<file path="config.mk">
export PLATFORM = sky130hd
export DESIGN_NAME = proc_top
export DESIGN_NICKNAME = d
export VERILOG_FILES = /design/src/hw/isa_pkg.sv /design/src/hw/core_pkg.sv /design/src/hw/reg_file.sv /design/src/hw/instr_decode.sv /design/src/hw/alu.sv /design/src/hw/core_ctrl.sv /design/src/hw/proc_top.sv
export SDC_FILE = /design/constraint.sdc
export NUM_CORES = 2
export LEC_CHECK = 0
export BUFFER_PORTS_ARGS = -buffer_cell sky130_fd_sc_hd__buf_2
export CAP_MARGIN = 15
export CELL_PAD_IN_SITES_DETAIL_PLACEMENT = 1
export CELL_PAD_IN_SITES_GLOBAL_PLACEMENT = 1
export CORE_MARGIN = 2
export CORE_UTILIZATION = 52
export CTS_BUF_LIST = sky130_fd_sc_hd__clkbuf_8
export DETAILED_ROUTE_END_ITERATION = 6
export GPL_TIMING_DRIVEN = 0
export PLACE_DENSITY = 0.84
export SYNTH_ARGS = -nofsm -noshare
export SYNTH_HDL_FRONTEND = slang
export SYNTH_SLANG_ARGS = --single-unit
</file>
<file path="constraint.sdc">
create_clock -name clk -period 38.7 [get_ports clk]
set_clock_uncertainty 0.2 [all_clocks]
set_input_delay 1.935 -clock clk [delete_from_list [all_inputs] [get_ports clk]]
set_output_delay 1.935 -clock clk [all_outputs]
set_load 0.02 [all_outputs]
</file>
<file path="src/hw/isa_pkg.sv">
// RV32I encodings and the word, address and register-select types shared by the core
package isa_pkg;

    typedef logic [31:0] word_t;
    typedef logic [31:0] addr_t;
    typedef logic [31:0] instr_t;
    typedef logic [4:0]  reg_sel_t;
    typedef logic [6:0]  opcode_t;

    // major opcodes of the supported subset
    localparam opcode_t OP_IMM = 7'b0010011;
    localparam opcode_t OP     = 7'b0110011;
    localparam opcode_t LOAD   = 7'b0000011;
    localparam opcode_t STORE  = 7'b0100011;
    localparam opcode_t BRANCH = 7'b1100011;
    localparam opcode_t LUI    = 7'b0110111;
    localparam opcode_t AUIPC  = 7'b0010111;
    localparam opcode_t JAL    = 7'b1101111;
    localparam opcode_t JALR   = 7'b1100111;

    // funct3 of OP and OP-IMM
    localparam logic [2:0] F3_ADD  = 3'b000;
    localparam logic [2:0] F3_SLL  = 3'b001;
    localparam logic [2:0] F3_SLT  = 3'b010;
    localparam logic [2:0] F3_SLTU = 3'b011;
    localparam logic [2:0] F3_XOR  = 3'b100;
    localparam logic [2:0] F3_SR   = 3'b101;
    localparam logic [2:0] F3_OR   = 3'b110;
    localparam logic [2:0] F3_AND  = 3'b111;

    // funct3 of the branches
    localparam logic [2:0] F3_BEQ  = 3'b000;
    localparam logic [2:0] F3_BNE  = 3'b001;
    localparam logic [2:0] F3_BLT  = 3'b100;
    localparam logic [2:0] F3_BGE  = 3'b101;
    localparam logic [2:0] F3_BLTU = 3'b110;
    localparam logic [2:0] F3_BGEU = 3'b111;

    // instruction bit inside funct7 that turns ADD into SUB and SRL into SRA
    localparam int FUNCT7_ALT = 30;

endpackage

</file>
<file path="src/hw/core_pkg.sv">
// control state and ALU operation encodings passed between decode, ALU and control
package core_pkg;

    typedef enum logic [1:0] {
        FETCH,
        WAIT_INSTR,
        WAIT_DATA,
        HALTED
    } ctrl_state_t;

    typedef enum logic [3:0] {
        ADD,
        SUB,
        SLL,
        SLT,
        SLTU,
        XOR,
        SRL,
        SRA,
        OR,
        AND
    } alu_op_t;

endpackage

</file>
<file path="src/hw/reg_file.sv">
// integer register array, two combinational read ports and one write port, x0 reads zero
`timescale 1ns/1ps

module reg_file import isa_pkg::*; (
    input  logic     clk,
    input  logic     rst,
    input  reg_sel_t rs1_sel,
    input  reg_sel_t rs2_sel,
    output word_t    rs1_data,
    output word_t    rs2_data,
    input  reg_sel_t wr_sel,
    input  word_t    wr_data,
    input  logic     wr_en
);
    word_t regs [32];

    always_ff @(posedge clk or posedge rst) begin
        if (rst) begin
            for (int i = 0; i < 32; i++) begin
                regs[i] <= '0;
            end
        end else if (wr_en && wr_sel != '0) begin
            regs[wr_sel] <= wr_data;
        end
    end

    // x0 is hardwired, whatever the array holds
    assign rs1_data = (rs1_sel == '0) ? '0 : regs[rs1_sel];
    assign rs2_data = (rs2_sel == '0) ? '0 : regs[rs2_sel];

    a_wr_en_known: assert property (@(posedge clk) disable iff (rst) !$isunknown(wr_en));

endmodule

</file>
<file path="src/hw/instr_decode.sv">
// splits an instruction into fields, sign-extended immediates and the ALU operation
`timescale 1ns/1ps

module instr_decode import isa_pkg::*, core_pkg::*; (
    input  instr_t     instr,
    output opcode_t    opcode,
    output reg_sel_t   rd_sel,
    output reg_sel_t   rs1_sel,
    output reg_sel_t   rs2_sel,
    output logic [2:0] funct3,
    output word_t      imm_i,
    output word_t      imm_s,
    output word_t      imm_b,
    output word_t      imm_u,
    output word_t      imm_j,
    output alu_op_t    alu_op
);
    logic alt;

    assign opcode  = instr[6:0];
    assign rd_sel  = instr[11:7];
    assign funct3  = instr[14:12];
    assign rs1_sel = instr[19:15];
    assign rs2_sel = instr[24:20];
    assign alt     = instr[FUNCT7_ALT];

    assign imm_i = {{20{instr[31]}}, instr[31:20]};
    assign imm_s = {{20{instr[31]}}, instr[31:25], instr[11:7]};
    assign imm_b = {{19{instr[31]}}, instr[31], instr[7], instr[30:25], instr[11:8], 1'b0};
    assign imm_u = {instr[31:12], 12'b0};
    assign imm_j = {{11{instr[31]}}, instr[31], instr[19:12], instr[20], instr[30:21], 1'b0};

    // loads, stores and jalr fall through to ADD for address generation
    always_comb begin
        alu_op = ADD;
        if (opcode == OP || opcode == OP_IMM) begin
            case (funct3)
                // addi has no subtract form, the alt bit is part of the immediate there
                F3_ADD:  alu_op = (opcode == OP && alt) ? SUB : ADD;
                F3_SLL:  alu_op = SLL;
                F3_SLT:  alu_op = SLT;
                F3_SLTU: alu_op = SLTU;
                F3_XOR:  alu_op = XOR;
                F3_SR:   alu_op = alt ? SRA : SRL;
                F3_OR:   alu_op = OR;
                F3_AND:  alu_op = AND;
                default: alu_op = ADD;
            endcase
        end
    end

endmodule

</file>
<file path="src/hw/alu.sv">
// integer operations for OP and OP-IMM, plus the branch condition on the same operands
`timescale 1ns/1ps

module alu import isa_pkg::*, core_pkg::*; (
    input  alu_op_t    alu_op,
    input  word_t      a,
    input  word_t      b,
    output word_t      result,
    input  logic [2:0] funct3,
    output logic       taken
);
    logic       lt_s;
    logic       lt_u;
    logic [4:0] shamt;

    assign lt_s  = $signed(a) < $signed(b);
    assign lt_u  = a < b;
    assign shamt = b[4:0];

    always_comb begin
        case (alu_op)
            ADD:     result = a + b;
            SUB:     result = a - b;
            SLL:     result = a << shamt;
            SLT:     result = {31'b0, lt_s};
            SLTU:    result = {31'b0, lt_u};
            XOR:     result = a ^ b;
            SRL:     result = a >> shamt;
            SRA:     result = word_t'($signed(a) >>> shamt);
            OR:      result = a | b;
            AND:     result = a & b;
            default: result = '0;
        endcase
    end

    // only meaningful while a branch is executing
    always_comb begin
        case (funct3)
            F3_BEQ:  taken = (a == b);
            F3_BNE:  taken = (a != b);
            F3_BLT:  taken = lt_s;
            F3_BGE:  taken = !lt_s;
            F3_BLTU: taken = lt_u;
            F3_BGEU: taken = !lt_u;
            default: taken = 1'b0;
        endcase
    end

endmodule

</file>
<file path="src/hw/core_ctrl.sv">
// multicycle control: pc, memory requests, writeback select, output port and halt
`timescale 1ns/1ps

module core_ctrl import isa_pkg::*, core_pkg::*; #(
    parameter addr_t OUT_ADDR  = 32'd1000,
    parameter addr_t HALT_ADDR = 32'd1004,
    parameter addr_t RESET_PC  = 32'd0
) (
    input  logic     clk,
    input  logic     rst,
    output addr_t    mem_addr,
    output word_t    mem_wr_data,
    output logic     mem_rd_req,
    output logic     mem_wr_req,
    input  word_t    mem_rd_data,
    input  logic     mem_ack,
    output instr_t   instr,
    input  opcode_t  opcode,
    input  reg_sel_t rd_sel,
    input  word_t    imm_i,
    input  word_t    imm_s,
    input  word_t    imm_b,
    input  word_t    imm_u,
    input  word_t    imm_j,
    input  word_t    rs1_data,
    input  word_t    rs2_data,
    output word_t    alu_a,
    output word_t    alu_b,
    input  word_t    alu_result,
    input  logic     taken,
    output reg_sel_t wr_sel,
    output word_t    wr_data,
    output logic     wr_en,
    output word_t    out,
    output logic     out_en,
    output logic     halt
);
    ctrl_state_t state;
    ctrl_state_t next_state;
    addr_t       pc;
    addr_t       next_pc;
    addr_t       pc_plus4;
    instr_t      instr_q;
    logic        rd_req_d;
    logic        wr_req_d;
    logic        data_req;
    logic        out_en_d;

    assign pc_plus4 = pc + 32'd4;

    // the instruction is taken straight off the bus in its ack cycle
    assign instr = (state == WAIT_DATA) ? instr_q : mem_rd_data;

    assign alu_a = rs1_data;
    always_comb begin
        case (opcode)
            OP, BRANCH: alu_b = rs2_data;
            STORE:      alu_b = imm_s;
            default:    alu_b = imm_i;
        endcase
    end

    assign wr_sel = rd_sel;
    always_comb begin
        case (opcode)
            LUI:       wr_data = imm_u;
            AUIPC:     wr_data = pc + imm_u;
            JAL, JALR: wr_data = pc_plus4;
            LOAD:      wr_data = mem_rd_data;
            default:   wr_data = alu_result;
        endcase
    end

    always_comb begin
        next_state = state;
        next_pc    = pc;
        rd_req_d   = 1'b0;
        wr_req_d   = 1'b0;
        data_req   = 1'b0;
        out_en_d   = 1'b0;
        wr_en      = 1'b0;
        case (state)
            FETCH: begin
                rd_req_d   = 1'b1;
                next_state = WAIT_INSTR;
            end
            WAIT_INSTR: begin
                if (mem_ack) begin
                    rd_req_d = 1'b1;
                    next_pc  = pc_plus4;
                    case (opcode)
                        OP_IMM, OP, LUI, AUIPC: wr_en = 1'b1;
                        BRANCH: begin
                            if (taken) begin
                                next_pc = pc + imm_b;
                            end
                        end
                        JAL: begin
                            wr_en   = 1'b1;
                            next_pc = pc + imm_j;
                        end
                        JALR: begin
                            wr_en   = 1'b1;
                            next_pc = {alu_result[31:1], 1'b0};
                        end
                        LOAD: begin
                            data_req = 1'b1;
                        end
                        STORE: begin
                            if (alu_result == OUT_ADDR) begin
                                out_en_d = 1'b1;
                            end else if (alu_result == HALT_ADDR) begin
                                rd_req_d   = 1'b0;
                                next_state = HALTED;
                            end else begin
                                data_req = 1'b1;
                            end
                        end
                        default: begin
                            rd_req_d   = 1'b0;
                            next_state = HALTED;
                        end
                    endcase
                    // a data access keeps pc on the current instruction until it completes
                    if (data_req) begin
                        rd_req_d   = (opcode == LOAD);
                        wr_req_d   = (opcode == STORE);
                        next_pc    = pc;
                        next_state = WAIT_DATA;
                    end
                end
            end
            WAIT_DATA: begin
                if (mem_ack) begin
                    wr_en      = (opcode == LOAD);
                    rd_req_d   = 1'b1;
                    next_pc    = pc_plus4;
                    next_state = WAIT_INSTR;
                end
            end
            default: begin
                next_state = HALTED;
            end
        endcase
    end

    always_ff @(posedge clk or posedge rst) begin
        if (rst) begin
            state      <= FETCH;
            pc         <= RESET_PC;
            mem_rd_req <= 1'b0;
            mem_wr_req <= 1'b0;
            out_en     <= 1'b0;
        end else begin
            state      <= next_state;
            pc         <= next_pc;
            mem_rd_req <= rd_req_d;
            mem_wr_req <= wr_req_d;
            out_en     <= out_en_d;
        end
    end

    always_ff @(posedge clk) begin
        if (rd_req_d || wr_req_d) begin
            mem_addr <= data_req ? alu_result : next_pc;
        end
        if (wr_req_d) begin
            mem_wr_data <= rs2_data;
        end
        if (data_req) begin
            instr_q <= mem_rd_data;
        end
        if (out_en_d) begin
            out <= rs2_data;
        end
    end

    assign halt = (state == HALTED);

    a_one_request: assert property (@(posedge clk) disable iff (rst)
        !(mem_rd_req && mem_wr_req));
    a_state_known: assert property (@(posedge clk) disable iff (rst) !$isunknown(state));
    a_halted_quiet: assert property (@(posedge clk) disable iff (rst)
        state == HALTED |-> !mem_rd_req && !mem_wr_req);

endmodule

</file>
<file path="src/hw/proc_top.sv">
// RV32I core top level joining register file, decode, ALU and control to one memory port
`timescale 1ns/1ps

module proc_top import isa_pkg::*, core_pkg::*; #(
    parameter addr_t OUT_ADDR  = 32'd1000,
    parameter addr_t HALT_ADDR = 32'd1004,
    parameter addr_t RESET_PC  = 32'd0
) (
    input  logic  clk,
    input  logic  rst,
    output addr_t mem_addr,
    output word_t mem_wr_data,
    output logic  mem_rd_req,
    output logic  mem_wr_req,
    input  word_t mem_rd_data,
    input  logic  mem_ack,
    output word_t out,
    output logic  out_en,
    output logic  halt
);
    instr_t     instr;
    opcode_t    opcode;
    reg_sel_t   rd_sel;
    reg_sel_t   rs1_sel;
    reg_sel_t   rs2_sel;
    logic [2:0] funct3;
    word_t      imm_i;
    word_t      imm_s;
    word_t      imm_b;
    word_t      imm_u;
    word_t      imm_j;
    alu_op_t    alu_op;
    word_t      rs1_data;
    word_t      rs2_data;
    word_t      alu_a;
    word_t      alu_b;
    word_t      alu_result;
    logic       taken;
    reg_sel_t   wr_sel;
    word_t      wr_data;
    logic       wr_en;

    reg_file u_reg_file (
        .clk(clk), .rst(rst),
        .rs1_sel(rs1_sel), .rs2_sel(rs2_sel),
        .rs1_data(rs1_data), .rs2_data(rs2_data),
        .wr_sel(wr_sel), .wr_data(wr_data), .wr_en(wr_en)
    );

    instr_decode u_decode (
        .instr(instr), .opcode(opcode),
        .rd_sel(rd_sel), .rs1_sel(rs1_sel), .rs2_sel(rs2_sel), .funct3(funct3),
        .imm_i(imm_i), .imm_s(imm_s), .imm_b(imm_b), .imm_u(imm_u), .imm_j(imm_j),
        .alu_op(alu_op)
    );

    alu u_alu (
        .alu_op(alu_op), .a(alu_a), .b(alu_b),
        .result(alu_result), .funct3(funct3), .taken(taken)
    );

    core_ctrl #(
        .OUT_ADDR(OUT_ADDR), .HALT_ADDR(HALT_ADDR), .RESET_PC(RESET_PC)
    ) u_ctrl (
        .clk(clk), .rst(rst),
        .mem_addr(mem_addr), .mem_wr_data(mem_wr_data),
        .mem_rd_req(mem_rd_req), .mem_wr_req(mem_wr_req),
        .mem_rd_data(mem_rd_data), .mem_ack(mem_ack),
        .instr(instr), .opcode(opcode), .rd_sel(rd_sel),
        .imm_i(imm_i), .imm_s(imm_s), .imm_b(imm_b), .imm_u(imm_u), .imm_j(imm_j),
        .rs1_data(rs1_data), .rs2_data(rs2_data),
        .alu_a(alu_a), .alu_b(alu_b), .alu_result(alu_result), .taken(taken),
        .wr_sel(wr_sel), .wr_data(wr_data), .wr_en(wr_en),
        .out(out), .out_en(out_en), .halt(halt)
    );

endmodule

</file>
==> metrics.txt, run 1 <==
CTS Buffer Depth 3; Exit stage 5_1_grt; Post-synth ARST share 89.23%; Post-synth top flop dfrtp_1; Chip Width approximately 390 um; status aborted with a tool error; CTS Sinks roughly 1200; Post CTS Setup Buffer Count 0; # resized after CTS 0; vias in the first global route 106300; Port Buffers roughly 130; io pins between 100 and 150; First Err [ERROR GRT-0116] Global routing finished with congestion. Check the congestion regions in the DRC Viewer.; synthesized area between 70000 and 80000 um2; global-route wire length before repair around 950000 um; Syn Area/Cell between 9 and 10 um2; Clk Tree Root Cell clkbuf_8; Total GRT Usage 86.53%; Syn Nets roughly 8600; Post-synth EDFFs ~130; Rows 143; DP Wirelength approximately 410000 um; Yosys cell types roughly 120; placer congestion estimate around 1.3; number of CTS-inserted buffers between 200 and 250; Yosys reg bits around 1200; largest net degree at the start of global routing 139; sequential fraction of the synthesis area 38.45%; Post-CTS Hold Fix Bufs 0; Starting Density a little over half; Die H 393.9 um; Post-Synthesis Cells 8370; number of synthesis warnings 0; total congestion overflow around 2900; H-tree Lvls 4
[metal layers]
layer  GRT overflow  track usage, %
met1            391           85.93
met2           1360           97.62
met3            287           78.24
met4            788           83.18
met5             41           61.61
[synth_stat cells, types with 22 or more instances]
cell,instances,area [um2]
dfrtp_1,1061,26550
a211oi_1,124,930.9
nand4_1,40,250.2
mux2_2,467,5259
a22oi_1,71,533.0
nor3_1,88,440.4
o21bai_1,45,337.8
buf_2,106,530.5
clkbuf_1,556,2087
inv_1,175,656.9
o21ai_0,848,4244
buf_6,24,270.3
ha_1,160,2002
edfxtp_1,128,3844
nand2b_1,34,212.7
a221oi_1,54,473.0
a21oi_1,526,2633
mux4_2,352,7928
o22ai_1,78,488.0
or3_1,25,156.4
a31oi_1,66,412.9
o211ai_1,103,773.2
a211o_1,25,219.0
o221ai_1,48,420.4
o21a_1,43,322.8
buf_1,71,266.5
nor2b_1,45,281.5
a21o_1,87,653.1
nand2_1,1355,5086
nor2_1,376,1411
nand3_1,349,1747
and3_1,42,262.8
o31ai_1,22,165.2
o2111ai_1,27,236.5
and2_1,46,287.8
xor2_1,32,280.3
xnor2_1,81,709.4
mux2i_1,130,1301
[cell families after synthesis]
family | share of synthesized area (%)
AND/OR/NAND/NOR | 13.79
AO/OA/AOI/OAI | 20.06
flip-flops | 38.45
buffers and inverters | 5.094
multiplexers | 18.69
adder cells (fa/ha/maj) | 2.659
XOR/XNOR | 1.252
[stage by stage]
step | area [um2] | instances | hold WS (ns) | utilization (%) | worst slack [ns]
after floorplan | 79040 | 8370 | 0.2378 | - | 6.699
after global placement | 82250 | 10530 | 0.2572 | 54.34 | -4.690
after detailed placement | 84220 | 10660 | 0.2699 | 55.64 | 22.68
after CTS | 88780 | 11030 | 0.2850 | 58.65 | 23.47
==> inputs of run 2 (changes only) <==
--- a/config.mk
+++ b/config.mk
@@ -7,14 +7,11 @@
 export LEC_CHECK = 0
 export BUFFER_PORTS_ARGS = -buffer_cell sky130_fd_sc_hd__buf_2
 export CAP_MARGIN = 15
-export CELL_PAD_IN_SITES_DETAIL_PLACEMENT = 1
-export CELL_PAD_IN_SITES_GLOBAL_PLACEMENT = 1
 export CORE_MARGIN = 2
-export CORE_UTILIZATION = 52
-export CTS_BUF_LIST = sky130_fd_sc_hd__clkbuf_8
+export CORE_UTILIZATION = 40
 export DETAILED_ROUTE_END_ITERATION = 6
 export GPL_TIMING_DRIVEN = 0
-export PLACE_DENSITY = 0.84
+export PLACE_DENSITY_LB_ADDON = 0.15
 export SYNTH_ARGS = -nofsm -noshare
 export SYNTH_HDL_FRONTEND = slang
 export SYNTH_SLANG_ARGS = --single-unit
==> metrics.txt, run 2 <==
status complete, but fails checks; failing checks DRC, slew limit; CTS clk-pin slew, worst paths 0.06 ns; Biggest register u_reg_file.regs; Max Cap Viol 0; Post-synth top flop dfrtp_1; Design Area, Final around 90000 um2; Power Density around 76 nW/um2; Yosys reg bits between 1000 and 1500; Chip Width roughly 450 um; Post-Layout Cell Count ~12000; Starting Density 40.16%; CP max stage cell clkinv_1; WL per Instance between 40 and 50 um; main combinational cell family by area after synthesis compound AO/OA/AOI/OAI gates; commonest non-fill, non-tap cell in the layout nand2_1; CP peak stage delay ~1.2 ns; Post-CTS Hold Fix Bufs 0; top cell type's share of synthesized area ~34%; Commonest cells post-synth nand2_1, dfrtp_1, o21ai_0; later-pin clock latency in the skew report between 0.8 and 0.9 ns; Nets 9022; Post-Synth XOR/XNOR Area between 1 and 1.5%; Syn Area/Cell between 9 and 10 um2; Placed Cells about 11000; crit end category flip-flop; Die Footprint between 200000 and 250000 um2; Max Clk Rate 0.06230 GHz; largest net degree at the start of global routing 128; number of CTS-inserted buffers 142; worst path arrival time roughly 16 ns; Worst Setup Path Type flip-flop to flip-flop; via count roughly 83000; CTS Sinks about 1200; count leader, synth nand2_1; register area a little over 30000 um2; CTS Buffer Depth 3; synthesized area between 70000 and 80000 um2; Yosys cell types 115; Post-synth EDFFs between 100 and 150; Pins Over Slew Limit 2; io pins roughly 140; Port Buffers about 130; sequential fraction of the synthesis area around two fifths; number of buffers and inverters on the critical path 10; adder-cell share of the synthesized area 2.659%; initial antenna violation count between 60 and 70; power consumption between 6 and 7 mW; # resized after CTS 0; vias in the first global route about 77000; compound-gate portion of the synthesized area 20.06%; max reg flops between 1000 and 1500; Area contributors post-synth dfrtp_1, mux4_2, mux2_2, nand2_1, o21ai_0; DR vias/cell 7.172; DP Wirelength around 420000 um; fin crit period between 15 and 20 ns; simple logic cell fraction of the synthesized area between 10% and 20%; Core ar. around 200000 um2; RSZ-0062 raised after global routing no; setup TNS 0 ns; Post CTS Setup Buffer Count 0; Top delay family on crit path compound AO/OA/AOI/OAI gates; Clk Tree Root Cell clkbuf_16; critical path launch point type flip-flop; TritonCTS clock tree done; Final Cycle Share 41.47%; Pre-Repair DR Iteration Count 7; placed cell area ~86000 um2; Syn Nets 8570; Area Overhead vs Synth 15.37%; global-route wire length before repair 710900 um; placer congestion estimate approximately 1.1; share of layout cells above drive strength 1 19.06%; Rows between 150 and 200; leakage ~38 nW; Post-synth ARST share 89.23%; Max FO, Critical Path 11; Worst-Margin Slew around 1.5 ns; number of synthesis warnings 0; Yosys top cell by area dfrtp_1; CP required 39.03 ns; Layout fillers ~19000; crit-path most repeated cell clkbuf_1; relative slew slack -0.3965%; post-synthesis mux area share a little under a fifth; Post-Synthesis Cells 8370; DRC viols 15; Die H between 400 and 500 um; Fin. Hold Viols 0; H-tree Lvls 4; overall routed net length 541600 um; total congestion overflow 0; maximum VDD drop between 0.00005 and 0.00006 V; remaining antenna violation count 0; Total GRT Usage a little over half; most frequent cells in the layout nand2_1, dfrtp_1, o21ai_0, clkbuf_1, a21oi_1; final setup fails 0; Hold Path Class flip-flop to flip-flop; area of the multi-input gates 45000 um2; 1st-iter DRT viols around 13000
[run 2: cell counts after synthesis]
No cell type changed its count.
[run 2: through the flow]
step                hold WS [ns]  setup WS [ns]  util (%)
floorplan                 0.2378          6.699         -
global placement          0.2601         -6.335     42.18
detailed placement        0.2675          22.91     43.66
CTS                       0.2837          23.72     46.16
global route              0.3018          22.93     46.26
finish                    0.2876          22.65     46.34
[run 2: cell type report]
| cell class | instances | area share, % |
|---|---|---|
| antenna | 67 | 0.1839 |
| buffer | 776 | 3.676 |
| clock buffer | 199 | 4.395 |
| clock inverter | 58 | 0.9920 |
| inverter | 191 | 0.7999 |
| multi-input combinational | 6214 | 49.35 |
| sequential | 1189 | 33.33 |
| tap | 2640 | 3.622 |
| timing repair buffer | 308 | 3.655 |
[run 2: cell families (layout without fill, tap and decap cells)]
kind of cell	count (synthesis)	in the layout
AOI/OAI and AO/OA	2475	2475
xor gates and xnor gates	113	113
muxes	964	964
adders and majority gates	165	165
DFF	1189	1189
other	0	67
and+or+nand+nor	2497	2497
buffers and inverters	967	1532
[run 2: worst paths after layout]
kind / startpoint / end / slack, ns / cells past startpoint
max in group asynchronous: rst / u_reg_file.regs[308] / 34.12 / 7
setup reg to reg: u_ctrl.state[0] / u_ctrl.mem_addr[9] / 22.65 / 33
hold reg to reg: u_reg_file.regs[1005] / u_reg_file.regs[1005] / 0.29 / 1
hold / removal: u_reg_file.regs[1005] / u_reg_file.regs[1005] / 0.29 / 1
min in group asynchronous: rst / u_reg_file.regs[548] / 0.99 / 2
setup / recovery: u_ctrl.state[0] / u_ctrl.mem_addr[9] / 22.65 / 33
[run 2: power breakdown]
| group | internal (mW) | leakage (nW) | switching (mW) |
|---|---|---|---|
| logic | 0.934 | 19.8 | 3.07 |
| registers | 1.36 | 16.0 | 0.0871 |
| clock network | 0.810 | 2.38 | 0.638 |
[run 2: worst reg2reg max path, delay by kind of cell, from the launching register on]
| family | cells | cell delay [ns] |
|---|---|---|
| AOI/OAI and AO/OA | 13 | 5.44 |
| muxes | 1 | 0.78 |
| DFF | 1 | 0.41 |
| and+or+nand+nor | 7 | 2.77 |
| adders and majority gates | 2 | 0.82 |
| buffers and inverters | 10 | 5.30 |
[run 2: layer usage]
metal / global-route usage [%] / share of wire, %
met5: 1.160 / 0.11
met1: 58.79 / 34
met3: 23.24 / 14
met4: 47.98 / 12
met2: 74.05 / 41
Note: power is estimated with default switching activity, not from simulation.
